===== src/viterbi_code_pkg.sv =====
`default_nettype none

package viterbi_code_pkg;

   // trellis shape
   localparam int NUM_STATES = 8;
   localparam int STATE_W    = 3;
   localparam int SYM_W      = 2;
   localparam int METRIC_W   = 8;

   // generator taps, bit order {input bit, s2, s1, s0}
   localparam logic [3:0] GEN_0 = 4'b1111;   // symbol bit 0
   localparam logic [3:0] GEN_1 = 4'b1101;   // symbol bit 1

   typedef logic [SYM_W-1:0]      sym_t;
   typedef logic [METRIC_W-1:0]   metric_t;
   typedef logic [NUM_STATES-1:0] decision_t;   // survivor bit x per state
   typedef logic [STATE_W-1:0]    state_t;      // s2 is the newest input

endpackage

`default_nettype wire


===== src/viterbi_mem_pkg.sv =====
`default_nettype none

package viterbi_mem_pkg;

   localparam int NUM_BANKS = 4;

   // survivor banks, written in rotation A, B, C, D
   typedef enum logic [1:0] {
      BANK_A,
      BANK_B,
      BANK_C,
      BANK_D
   } bank_e;

   typedef enum logic [1:0] {
      TB_IDLE,
      TB_TRAIN,    // walk back without output
      TB_DECODE    // walk back and emit bits
   } tb_phase_e;

   typedef enum logic {
      SIDE_0,
      SIDE_1
   } side_e;

endpackage

`default_nettype wire


===== src/decision_ram.sv =====
`timescale 1ns/1ps
`default_nettype none

module decision_ram #(
   parameter  int TB_DEPTH = 16,
   localparam int ADDR_W   = $clog2(TB_DEPTH)
) (
   input  logic                        clk,
   input  logic                        wr_en_i,
   input  logic [ADDR_W-1:0]           wr_addr_i,
   input  viterbi_code_pkg::decision_t wr_data_i,
   input  logic [ADDR_W-1:0]           rd_addr_i,
   output viterbi_code_pkg::decision_t rd_data_o
);

   viterbi_code_pkg::decision_t mem [TB_DEPTH];

   always_ff @(posedge clk) begin
      if (wr_en_i) begin
         mem[wr_addr_i] <= wr_data_i;
      end
      rd_data_o <= mem[rd_addr_i];   // old data on same-address write
   end

endmodule

`default_nettype wire


===== src/path_metric_unit.sv =====
`timescale 1ns/1ps
`default_nettype none

module path_metric_unit (
   input  logic                        clk,
   input  logic                        rst,
   input  logic                        enable_i,
   input  viterbi_code_pkg::sym_t      sym_i,
   input  logic                        sym_valid_i,
   output viterbi_code_pkg::decision_t decision_o,
   output logic                        dec_valid_o
);

   localparam int N = viterbi_code_pkg::NUM_STATES;

   viterbi_code_pkg::metric_t   metric_q [N];
   viterbi_code_pkg::metric_t   metric_d [N];
   logic [N-1:0]                valid_q;       // state reached since stream start
   logic [N-1:0]                valid_d;
   viterbi_code_pkg::decision_t select_d;
   logic                        norm;          // every metric MSB set

   // hamming distance between the symbol and the label of branch (prev, b)
   function automatic logic [1:0] branch_dist(input viterbi_code_pkg::sym_t   sym,
                                              input viterbi_code_pkg::state_t prev,
                                              input logic                     b);
      logic [3:0]             taps;
      viterbi_code_pkg::sym_t label;
      viterbi_code_pkg::sym_t diff;
      taps  = {b, prev};
      label = {^(taps & viterbi_code_pkg::GEN_1), ^(taps & viterbi_code_pkg::GEN_0)};
      diff  = sym ^ label;
      return {diff[1] & diff[0], diff[1] ^ diff[0]};
   endfunction

   // ----------------------------------------
   // add-compare-select
   // ----------------------------------------
   always_comb begin
      viterbi_code_pkg::state_t  ns;
      viterbi_code_pkg::state_t  p0;
      viterbi_code_pkg::state_t  p1;
      viterbi_code_pkg::metric_t sum0;
      viterbi_code_pkg::metric_t sum1;
      logic                      take1;
      norm = 1'b1;
      for (int i = 0; i < N; i++) begin
         norm = norm & metric_q[i][viterbi_code_pkg::METRIC_W-1];
      end
      for (int n = 0; n < N; n++) begin
         ns    = viterbi_code_pkg::state_t'(n);
         p0    = {ns[1:0], 1'b0};   // predecessors differ only in the oldest bit
         p1    = {ns[1:0], 1'b1};
         sum0  = metric_q[p0] + branch_dist(sym_i, p0, ns[2]);
         sum1  = metric_q[p1] + branch_dist(sym_i, p1, ns[2]);
         // invalid predecessors drop out, ties keep x = 0
         take1 = valid_q[p1] && (!valid_q[p0] || sum1 < sum0);
         select_d[n] = take1;
         valid_d[n]  = valid_q[p0] | valid_q[p1];
         metric_d[n] = take1 ? sum1 : sum0;
         if (norm) begin
            metric_d[n][viterbi_code_pkg::METRIC_W-1] = 1'b0;   // subtract half range
         end
      end
   end

   // ----------------------------------------
   // metric registers
   // ----------------------------------------
   always_ff @(posedge clk or negedge rst) begin
      if (!rst) begin
         metric_q    <= '{default: '0};
         valid_q     <= N'(1);       // only state 0 at start
         decision_o  <= '0;
         dec_valid_o <= 1'b0;
      end else if (!enable_i) begin
         metric_q    <= '{default: '0};
         valid_q     <= N'(1);
         dec_valid_o <= 1'b0;
      end else if (sym_valid_i) begin
         metric_q    <= metric_d;
         valid_q     <= valid_d;
         decision_o  <= select_d;
         dec_valid_o <= 1'b1;
      end else begin
         dec_valid_o <= 1'b0;
      end
   end

   // the trellis never runs out of reachable states
   assert property (@(posedge clk) disable iff (!rst) valid_q != '0)
      else $error("path_metric_unit: no valid state");

endmodule

`default_nettype wire


===== src/survivor_memory.sv =====
`timescale 1ns/1ps
`default_nettype none

module survivor_memory #(
   parameter  int TB_DEPTH = 16,
   localparam int ADDR_W   = $clog2(TB_DEPTH)
) (
   input  logic                        clk,
   input  logic                        rst,
   input  logic                        enable_i,
   input  viterbi_code_pkg::decision_t decision_i,
   input  logic                        dec_valid_i,
   output logic [1:0]                  start_o,
   output viterbi_mem_pkg::bank_e      train_bank_o,
   output viterbi_mem_pkg::bank_e      dec_bank_o,
   input  viterbi_mem_pkg::bank_e      rd_bank_0_i,
   input  viterbi_mem_pkg::bank_e      rd_bank_1_i,
   input  logic [ADDR_W-1:0]           rd_addr_0_i,
   input  logic [ADDR_W-1:0]           rd_addr_1_i,
   output viterbi_code_pkg::decision_t rd_data_0_o,
   output viterbi_code_pkg::decision_t rd_data_1_o
);

   viterbi_mem_pkg::bank_e      wr_bank;
   logic [ADDR_W-1:0]           wr_addr;
   logic                        primed;      // first bank filled
   logic                        unit_sel;    // unit that gets the next start
   logic [1:0]                  busy;        // units walking the trellis
   logic                        bank_done;
   viterbi_mem_pkg::bank_e      rd_bank_0_q;
   viterbi_mem_pkg::bank_e      rd_bank_1_q;
   viterbi_code_pkg::decision_t bank_rd_data [viterbi_mem_pkg::NUM_BANKS];

   // start is issued with the last write so training reads begin next cycle
   assign bank_done    = dec_valid_i && wr_addr == ADDR_W'(TB_DEPTH - 1);
   assign start_o      = (bank_done && primed) ? (unit_sel ? 2'b10 : 2'b01) : 2'b00;
   assign train_bank_o = wr_bank;
   assign dec_bank_o   = viterbi_mem_pkg::bank_e'(wr_bank - 2'd1);

   always_ff @(posedge clk or negedge rst) begin
      if (!rst) begin
         wr_bank  <= viterbi_mem_pkg::BANK_A;
         wr_addr  <= '0;
         primed   <= 1'b0;
         unit_sel <= 1'b0;
         busy     <= 2'b00;
      end else if (!enable_i) begin
         wr_bank  <= viterbi_mem_pkg::BANK_A;
         wr_addr  <= '0;
         primed   <= 1'b0;
         unit_sel <= 1'b0;
         busy     <= 2'b00;
      end else begin
         if (bank_done) begin
            wr_addr <= '0;
            wr_bank <= viterbi_mem_pkg::bank_e'(wr_bank + 2'd1);   // A, B, C, D, A
            primed  <= 1'b1;
            if (primed) begin
               unit_sel <= !unit_sel;
            end
         end else if (dec_valid_i) begin
            wr_addr <= wr_addr + 1'b1;
         end
         busy <= busy | start_o;
      end
   end

   // output mux follows the registered ram read
   always_ff @(posedge clk) begin
      rd_bank_0_q <= rd_bank_0_i;
      rd_bank_1_q <= rd_bank_1_i;
   end

   // ----------------------------------------
   // survivor banks
   // ----------------------------------------
   for (genvar b = 0; b < viterbi_mem_pkg::NUM_BANKS; b++) begin : g_bank
      localparam viterbi_mem_pkg::bank_e BANK = viterbi_mem_pkg::bank_e'(b);

      decision_ram #(
         .TB_DEPTH (TB_DEPTH)
      ) decision_ram_i (
         .clk       (clk),
         .wr_en_i   (dec_valid_i && wr_bank == BANK),
         .wr_addr_i (wr_addr),
         .wr_data_i (decision_i),
         .rd_addr_i ((rd_bank_0_i == BANK) ? rd_addr_0_i : rd_addr_1_i),   // unit 0 first
         .rd_data_o (bank_rd_data[b])
      );
   end

   assign rd_data_0_o = bank_rd_data[rd_bank_0_q];
   assign rd_data_1_o = bank_rd_data[rd_bank_1_q];

   // both units running means they hold different banks
   assert property (@(posedge clk) disable iff (!rst)
      &busy |-> rd_bank_0_i != rd_bank_1_i)
      else $error("survivor_memory: read bank clash");

   // traceback stays off the bank under write
   assert property (@(posedge clk) disable iff (!rst)
      busy[0] && dec_valid_i |-> rd_bank_0_i != wr_bank)
      else $error("survivor_memory: unit 0 reads write bank");
   assert property (@(posedge clk) disable iff (!rst)
      busy[1] && dec_valid_i |-> rd_bank_1_i != wr_bank)
      else $error("survivor_memory: unit 1 reads write bank");

endmodule

`default_nettype wire


===== src/traceback_unit.sv =====
`timescale 1ns/1ps
`default_nettype none

module traceback_unit #(
   parameter  int TB_DEPTH = 16,
   localparam int ADDR_W   = $clog2(TB_DEPTH)
) (
   input  logic                        clk,
   input  logic                        rst,
   input  logic                        enable_i,
   input  logic                        start_i,
   input  viterbi_mem_pkg::bank_e      train_bank_i,
   input  viterbi_mem_pkg::bank_e      dec_bank_i,
   output viterbi_mem_pkg::bank_e      rd_bank_o,
   output logic [ADDR_W-1:0]           rd_addr_o,
   input  viterbi_code_pkg::decision_t rd_data_i,
   output logic                        bit_o,
   output logic                        bit_valid_o,
   output logic                        last_o
);

   localparam int SW = viterbi_code_pkg::STATE_W;

   viterbi_mem_pkg::tb_phase_e phase;        // address side
   viterbi_mem_pkg::tb_phase_e data_phase;   // entry now on rd_data_i
   logic                       data_last;
   logic                       at_end;
   viterbi_mem_pkg::bank_e     dec_bank_q;
   viterbi_code_pkg::state_t   state;

   assign at_end = rd_addr_o == '0;

   // ----------------------------------------
   // phase FSM and address down-counter
   // ----------------------------------------
   always_ff @(posedge clk or negedge rst) begin
      if (!rst) begin
         phase      <= viterbi_mem_pkg::TB_IDLE;
         rd_addr_o  <= '0;
         rd_bank_o  <= viterbi_mem_pkg::BANK_A;
         dec_bank_q <= viterbi_mem_pkg::BANK_A;
      end else if (!enable_i) begin
         phase      <= viterbi_mem_pkg::TB_IDLE;
         rd_addr_o  <= '0;
         rd_bank_o  <= viterbi_mem_pkg::BANK_A;
      end else if (start_i) begin
         phase      <= viterbi_mem_pkg::TB_TRAIN;
         rd_addr_o  <= ADDR_W'(TB_DEPTH - 1);   // newest entry first
         rd_bank_o  <= train_bank_i;
         dec_bank_q <= dec_bank_i;
      end else if (phase != viterbi_mem_pkg::TB_IDLE) begin
         if (at_end) begin
            rd_addr_o <= ADDR_W'(TB_DEPTH - 1);
            rd_bank_o <= dec_bank_q;
            phase     <= (phase == viterbi_mem_pkg::TB_TRAIN) ? viterbi_mem_pkg::TB_DECODE
                                                              : viterbi_mem_pkg::TB_IDLE;
         end else begin
            rd_addr_o <= rd_addr_o - 1'b1;
         end
      end
   end

   // ----------------------------------------
   // state walk, one ram latency behind
   // ----------------------------------------
   always_ff @(posedge clk or negedge rst) begin
      if (!rst) begin
         data_phase  <= viterbi_mem_pkg::TB_IDLE;
         data_last   <= 1'b0;
         state       <= '0;
         bit_o       <= 1'b0;
         bit_valid_o <= 1'b0;
         last_o      <= 1'b0;
      end else if (!enable_i) begin
         data_phase  <= viterbi_mem_pkg::TB_IDLE;
         data_last   <= 1'b0;
         state       <= '0;
         bit_valid_o <= 1'b0;
         last_o      <= 1'b0;
      end else begin
         data_phase  <= phase;
         data_last   <= phase == viterbi_mem_pkg::TB_DECODE && at_end;
         bit_o       <= state[SW-1];   // input that led into this state
         bit_valid_o <= data_phase == viterbi_mem_pkg::TB_DECODE;
         last_o      <= data_last;
         if (data_last) begin
            state <= '0;   // next block starts from state 0
         end else if (data_phase != viterbi_mem_pkg::TB_IDLE) begin
            state <= {state[SW-2:0], rd_data_i[state]};
         end
      end
   end

   // a restart lands only on an idle unit or on its final decode step
   assert property (@(posedge clk) disable iff (!rst)
      start_i |-> phase == viterbi_mem_pkg::TB_IDLE ||
                  (phase == viterbi_mem_pkg::TB_DECODE && at_end))
      else $error("traceback_unit: start while busy");

endmodule

`default_nettype wire


===== src/output_reorder.sv =====
`timescale 1ns/1ps
`default_nettype none

module output_reorder #(
   parameter  int TB_DEPTH = 16,
   localparam int ADDR_W   = $clog2(TB_DEPTH)
) (
   input  logic clk,
   input  logic rst,
   input  logic enable_i,
   input  logic bit_0_i,
   input  logic valid_0_i,
   input  logic last_0_i,
   input  logic bit_1_i,
   input  logic valid_1_i,
   input  logic last_1_i,
   output logic bit_o,
   output logic bit_valid_o
);

   viterbi_mem_pkg::side_e wr_side;   // read side is the other one
   logic [TB_DEPTH-1:0]    buf_0;
   logic [TB_DEPTH-1:0]    buf_1;
   logic [ADDR_W-1:0]      wr_ptr;
   logic [ADDR_W-1:0]      rd_ptr;
   logic                   rd_active;
   logic                   in_bit;
   logic                   in_valid;
   logic                   in_last;

   assign in_valid = valid_0_i | valid_1_i;
   assign in_bit   = valid_0_i ? bit_0_i : bit_1_i;
   assign in_last  = valid_0_i ? last_0_i : last_1_i;

   always_ff @(posedge clk) begin
      if (in_valid && wr_side == viterbi_mem_pkg::SIDE_0) buf_0[wr_ptr] <= in_bit;
      if (in_valid && wr_side == viterbi_mem_pkg::SIDE_1) buf_1[wr_ptr] <= in_bit;
   end

   always_ff @(posedge clk or negedge rst) begin
      if (!rst) begin
         wr_side     <= viterbi_mem_pkg::SIDE_0;
         wr_ptr      <= '0;
         rd_ptr      <= '0;
         rd_active   <= 1'b0;
         bit_o       <= 1'b0;
         bit_valid_o <= 1'b0;
      end else if (!enable_i) begin
         wr_side     <= viterbi_mem_pkg::SIDE_0;
         wr_ptr      <= '0;
         rd_ptr      <= '0;
         rd_active   <= 1'b0;
         bit_valid_o <= 1'b0;
      end else begin
         if (in_valid) begin
            wr_ptr <= in_last ? '0 : wr_ptr + 1'b1;
         end
         if (in_valid && in_last) begin   // block complete, swap and replay it
            wr_side   <= (wr_side == viterbi_mem_pkg::SIDE_0) ? viterbi_mem_pkg::SIDE_1
                                                              : viterbi_mem_pkg::SIDE_0;
            rd_ptr    <= ADDR_W'(TB_DEPTH - 1);
            rd_active <= 1'b1;
         end else if (rd_active) begin
            rd_ptr    <= rd_ptr - 1'b1;
            rd_active <= rd_ptr != '0;
         end
         bit_valid_o <= rd_active;
         bit_o       <= (wr_side == viterbi_mem_pkg::SIDE_0) ? buf_1[rd_ptr] : buf_0[rd_ptr];
      end
   end

   // the traceback units take turns decoding
   assert property (@(posedge clk) disable iff (!rst) !(valid_0_i && valid_1_i))
      else $error("output_reorder: both units decoding");

endmodule

`default_nettype wire


===== src/viterbi_decoder.sv =====
`timescale 1ns/1ps
`default_nettype none

module viterbi_decoder #(
   parameter int TB_DEPTH = 16
) (
   input  logic                   clk,
   input  logic                   rst,
   input  logic                   enable_i,
   input  viterbi_code_pkg::sym_t sym_i,
   output logic                   bit_o,
   output logic                   bit_valid_o
);

   localparam int ADDR_W = $clog2(TB_DEPTH);

   viterbi_code_pkg::decision_t decision;
   logic                        dec_valid;
   logic [1:0]                  start;
   viterbi_mem_pkg::bank_e      train_bank;
   viterbi_mem_pkg::bank_e      dec_bank;
   viterbi_mem_pkg::bank_e      rd_bank_0;
   viterbi_mem_pkg::bank_e      rd_bank_1;
   logic [ADDR_W-1:0]           rd_addr_0;
   logic [ADDR_W-1:0]           rd_addr_1;
   viterbi_code_pkg::decision_t rd_data_0;
   viterbi_code_pkg::decision_t rd_data_1;
   logic                        tb_bit_0;
   logic                        tb_valid_0;
   logic                        tb_last_0;
   logic                        tb_bit_1;
   logic                        tb_valid_1;
   logic                        tb_last_1;

   // one symbol per enabled cycle, no stalls
   path_metric_unit path_metric_unit_i (
      .clk         (clk),
      .rst         (rst),
      .enable_i    (enable_i),
      .sym_i       (sym_i),
      .sym_valid_i (enable_i),
      .decision_o  (decision),
      .dec_valid_o (dec_valid)
   );

   survivor_memory #(
      .TB_DEPTH (TB_DEPTH)
   ) survivor_memory_i (
      .clk          (clk),
      .rst          (rst),
      .enable_i     (enable_i),
      .decision_i   (decision),
      .dec_valid_i  (dec_valid),
      .start_o      (start),
      .train_bank_o (train_bank),
      .dec_bank_o   (dec_bank),
      .rd_bank_0_i  (rd_bank_0),
      .rd_bank_1_i  (rd_bank_1),
      .rd_addr_0_i  (rd_addr_0),
      .rd_addr_1_i  (rd_addr_1),
      .rd_data_0_o  (rd_data_0),
      .rd_data_1_o  (rd_data_1)
   );

   traceback_unit #(
      .TB_DEPTH (TB_DEPTH)
   ) traceback_unit_0_i (
      .clk          (clk),
      .rst          (rst),
      .enable_i     (enable_i),
      .start_i      (start[0]),
      .train_bank_i (train_bank),
      .dec_bank_i   (dec_bank),
      .rd_bank_o    (rd_bank_0),
      .rd_addr_o    (rd_addr_0),
      .rd_data_i    (rd_data_0),
      .bit_o        (tb_bit_0),
      .bit_valid_o  (tb_valid_0),
      .last_o       (tb_last_0)
   );

   traceback_unit #(
      .TB_DEPTH (TB_DEPTH)
   ) traceback_unit_1_i (
      .clk          (clk),
      .rst          (rst),
      .enable_i     (enable_i),
      .start_i      (start[1]),
      .train_bank_i (train_bank),
      .dec_bank_i   (dec_bank),
      .rd_bank_o    (rd_bank_1),
      .rd_addr_o    (rd_addr_1),
      .rd_data_i    (rd_data_1),
      .bit_o        (tb_bit_1),
      .bit_valid_o  (tb_valid_1),
      .last_o       (tb_last_1)
   );

   output_reorder #(
      .TB_DEPTH (TB_DEPTH)
   ) output_reorder_i (
      .clk         (clk),
      .rst         (rst),
      .enable_i    (enable_i),
      .bit_0_i     (tb_bit_0),
      .valid_0_i   (tb_valid_0),
      .last_0_i    (tb_last_0),
      .bit_1_i     (tb_bit_1),
      .valid_1_i   (tb_valid_1),
      .last_1_i    (tb_last_1),
      .bit_o       (bit_o),
      .bit_valid_o (bit_valid_o)
   );

endmodule

`default_nettype wire


===== config.mk =====
export PLATFORM = sky130hd
export DESIGN_NAME = viterbi_decoder
export DESIGN_NICKNAME = d
export VERILOG_FILES = /design/src/viterbi_code_pkg.sv /design/src/viterbi_mem_pkg.sv /design/src/decision_ram.sv /design/src/path_metric_unit.sv /design/src/survivor_memory.sv /design/src/traceback_unit.sv /design/src/output_reorder.sv /design/src/viterbi_decoder.sv
export SDC_FILE = /design/constraint.sdc
export NUM_CORES = 1
export LEC_CHECK = 0
export BUFFER_PORTS_ARGS = -buffer_cell sky130_fd_sc_hd__clkbuf_2
export CAP_MARGIN = 20
export CORE_UTILIZATION = 58
export CTS_CLUSTER_DIAMETER = 200
export DETAILED_ROUTE_END_ITERATION = 16
export PLACE_DENSITY = 0.74
export SYNTH_ARGS = -nofsm -noshare
export SYNTH_HDL_FRONTEND = slang
export SYNTH_SLANG_ARGS = --single-unit

===== constraint.sdc =====
create_clock -name clk -period 8.25 [get_ports clk]
set_clock_uncertainty 0.2 [all_clocks]
set_input_delay 0.825 -clock clk [delete_from_list [all_inputs] [get_ports clk]]
set_output_delay 0.825 -clock clk [all_outputs]
set_load 0.01 [all_outputs]

==> impl_metrics.toml <==
[final_layout]
nNetsFinal = 2466
fin_area_um2 = 35700
drive_gt1_share_pct = 14.6
antenna_cells = 0
stdcell_count = 3166
fillers = 3849
syn_to_final_growth_pct = 9.82

[synthesis]
synth-seq-cells = 715
synth_edf_count = 544
syn_inst = 2362
synth.distinct_cells = 59
synth.top_cells.by_area = "edfxtp_1 (50%), dfrtp_1 (10%), mux4_2 (8.0%)"
yosysTopAreaCellShare_pct = 50.2
syn_nets = 2470
synthArstFlopShare_pct = 18.9
synth_flop_cell = "edfxtp_1"
ys.warnings.count = 0
synth_area_per_cell_um2 = 13.8
synth_area_um2 = 32500
yosysSeqAreaShare_pct = 62.9
yosysTopAreaCell = "edfxtp_1"

[placed_design]
place_area_um2 = 33200
routabilityCongestion = 0.898
dp_cells = 3030
dp_hpwl_um = 46300
portBuffers = 6

[die]
dieArea_um2 = 57000
core.rowCount = 86
die_h_um = 239
start_util_pct = 58.9
die_w_um = 239
ios = 7
core-area_um2 = 55200

[setup_path]
crit_top_cell = "a21oi_1"
path_cells = "clkbuf_2, inv_1, ha_1, inv_1, ha_1, nor2b_1, o21ai_0, a21oi_1, xnor2_1, ha_1, a21o_1, a21oi_1, o211ai_1, a21oi_1, or2_2, a21oi_1"
r2r_start = "path_metric_unit_i.metric_q[16]$_DFF_PN0_"
cpMaxStageDelayCell = "a21oi_1"
rrSetupSlack_ns = 4.44
worstPathArrival_ns = 4.62
slowest_delay_ns = 0.83
worstSetupPathType = "in -> reg"
cp_data_required_time_ns = 8.50
r2r-end = "path_metric_unit_i.metric_q[42]$_DFF_PN0_"
crit_fanout = 14
setup.worst_path.start_class = "primary input"
r2r_cells = 12
cp-end-kind = "register"

[routing]
wl_met1_um = 30400
viasPerCell = 6.07
route.met2.wl_um = 34900
routed.top_layer = "met4"
dr_wl_met3_um = 4380
drtPass1Iterations = 5
num_vias = 19200
wire_per_inst_um = 22.7
drc = 0
routed_wl_um = 72000
ant_nets = 0
drtIter0Drc = 1633

[cts]
cts-root-buf = "clkbuf_16"
h-tree-depth = 3
cts_tree = "done"
cts_buffer_depth = 3
ctsHoldBuffers = 0
cts_resized = 0
clkTransAtPathRegs_ns = 0.06
cts_setup_buffers = 0
cts.sink_count = 715
clock_latency_ns = 0.63
numCtsBuffers = 73

[grt]
track_usage_pct = 26.0
grt_pass1_wl_um = 113000
overflow = 0
grt_max_degree = 73
antenna_found_initial = 0
grt_pass1_vias = 19600

[timing]
hold_ws_ns = 0.00736
setup_tns_ns = 0
fin_crit_sh_pct = 53.0
drv_slew = 0
rsz0062_at_grt = "false"
setup_viol = 0
timing.fmax_ghz = 0.229
worst_slew_pin_slew_ns = 1.10
finalCriticalPeriod_ns = 4.38
relSlewSlack_pct = 26.2
hold_viol = 0

[hold_path]
min_path_type = "in -> async"

[power]
p_leak_uw = 0.0128
ir_drop_mv = 0.197
power.density_nw_per_um2 = 259
finalPower_uw = 9240

[run]
maxCapViolations = 0

[outcome]
status = "finished clean"
==> flip-flops by register name (all words and copies together), names as in the netlist, 3 cells and up <==
name,cells
output_reorder_i.buf_0,16
output_reorder_i.buf_1,16
output_reorder_i.rd_ptr,4
output_reorder_i.wr_ptr,4
path_metric_unit_i.decision_o,8
path_metric_unit_i.metric_q,64
path_metric_unit_i.valid_q,4
survivor_memory_i.g_bank.decision_ram_i.mem,512
survivor_memory_i.g_bank.decision_ram_i.rd_data_o,32
survivor_memory_i.wr_addr,4
traceback_unit_0_i.rd_addr_o,4
traceback_unit_0_i.state,3
traceback_unit_1_i.rd_addr_o,4
traceback_unit_1_i.state,3
==> where the power goes <==
part           leakage, µW  internal (µW)  switching [µW]
logic              0.00446            499             903
clock network      0.00121           1960            1390
registers          0.00714           4340             155
total               0.0128           6790            2450
==> Yosys cell counts, drive strengths merged (36+ instances only) <==
library cell and instances:
edfxtp 544, nand2 263, nor2 170, dfrtp 134, mux4 115, ha 103, a21oi 100, nand3 82
clkbuf 80, nor2b 68, xnor2 66, o21ai 58, a21boi 55, xor2 54, mux2i 48, or2 47
inv 41, dfxtp 36
==> cell type report <==
type | instances | area [µm²] | share of cell area (%)
Clock inverter | 43 | 437 | 1.22
Tap cell | 748 | 936 | 2.62
Inverter | 41 | 154 | 0.431
Timing Repair Buffer | 30 | 226 | 0.634
Multi-Input combinational cell | 1497 | 11500 | 32.2
Sequential cell | 715 | 20400 | 57.3
Clock buffer | 92 | 2010 | 5.63
==> worst max path at each step <==
| stage | startpoint | endpoint | slack, ns | cells past startpoint |
|---|---|---|---|---|
| 3_5_place_dp | sym_i[0] | path_metric_unit_i.metric_q[39]$_DFF_PN0_ | 3.25 | 16 |
| 5_1_grt | sym_i[0] | path_metric_unit_i.metric_q[21]$_DFF_PN0_ | 3.47 | 16 |
| 3_3_place_gp | sym_i[0] | path_metric_unit_i.metric_q[39]$_DFF_PN0_ | 3.33 | 16 |
| 2_1_floorplan | sym_i[0] | path_metric_unit_i.metric_q[7]$_DFF_PN0_ | 4.23 | 15 |
| 4_1_cts | sym_i[0] | path_metric_unit_i.metric_q[39]$_DFF_PN0_ | 3.88 | 16 |
| 6_report | sym_i[0] | path_metric_unit_i.metric_q[23]$_DFF_PN0_ | 3.87 | 16 |
==> critical path: cells and delay by family <==
kind,cells,cell delay (ns)
buffers and inverters,3,0.41
adders and majority gates,3,1.03
and+or+nand+nor,2,0.40
xor gates and xnor gates,1,0.24
AOI/OAI and AO/OA,7,1.72
==> stage by stage <==
stage	util, %	setup slack [ns]
2_1_floorplan	-	4.23
3_3_place_gp	60.2	3.33
3_5_place_dp	60.2	3.25
4_1_cts	64.6	3.88
5_1_grt	64.7	3.47
6_report	64.7	3.87
==> placed cells by master (no fill, tap or decap), types with 66 or more instances in the layout <==
cell / count
dfrtp_1: 126
xnor2_1: 66
nor2b_1: 68
clkbuf_16: 75
ha_1: 103
edfxtp_1: 544
a21oi_1: 100
nand3_1: 82
nand2_1: 263
mux4_2: 115
nor2_1: 169
==> kinds of logic (layout without fill, tap and decap cells) <==
logic type | count (synthesis) | count (layout) | share of synthesized area [%]
XOR/XNOR | 120 | 120 | 3.23
AO/OA/AOI/OAI | 336 | 336 | 6.70
buffers and inverters | 150 | 206 | 1.98
AND/OR/NAND/NOR | 746 | 746 | 10.7
flip-flops | 715 | 715 | 62.9
multiplexers | 192 | 192 | 10.5
adder cells (fa/ha/maj) | 103 | 103 | 3.96
==> layer usage <==
| layer | vias up | track usage [%] |
|---|---|---|
| met5 | - | 0 |
| met4 | 0 | 9.17 |
| met3 | 158 | 4.16 |
| met2 | 666 | 42.8 |
| met1 | 9633 | 35.3 |
| li1 | 8760 | - |
Power figures use the tool's default switching activity.
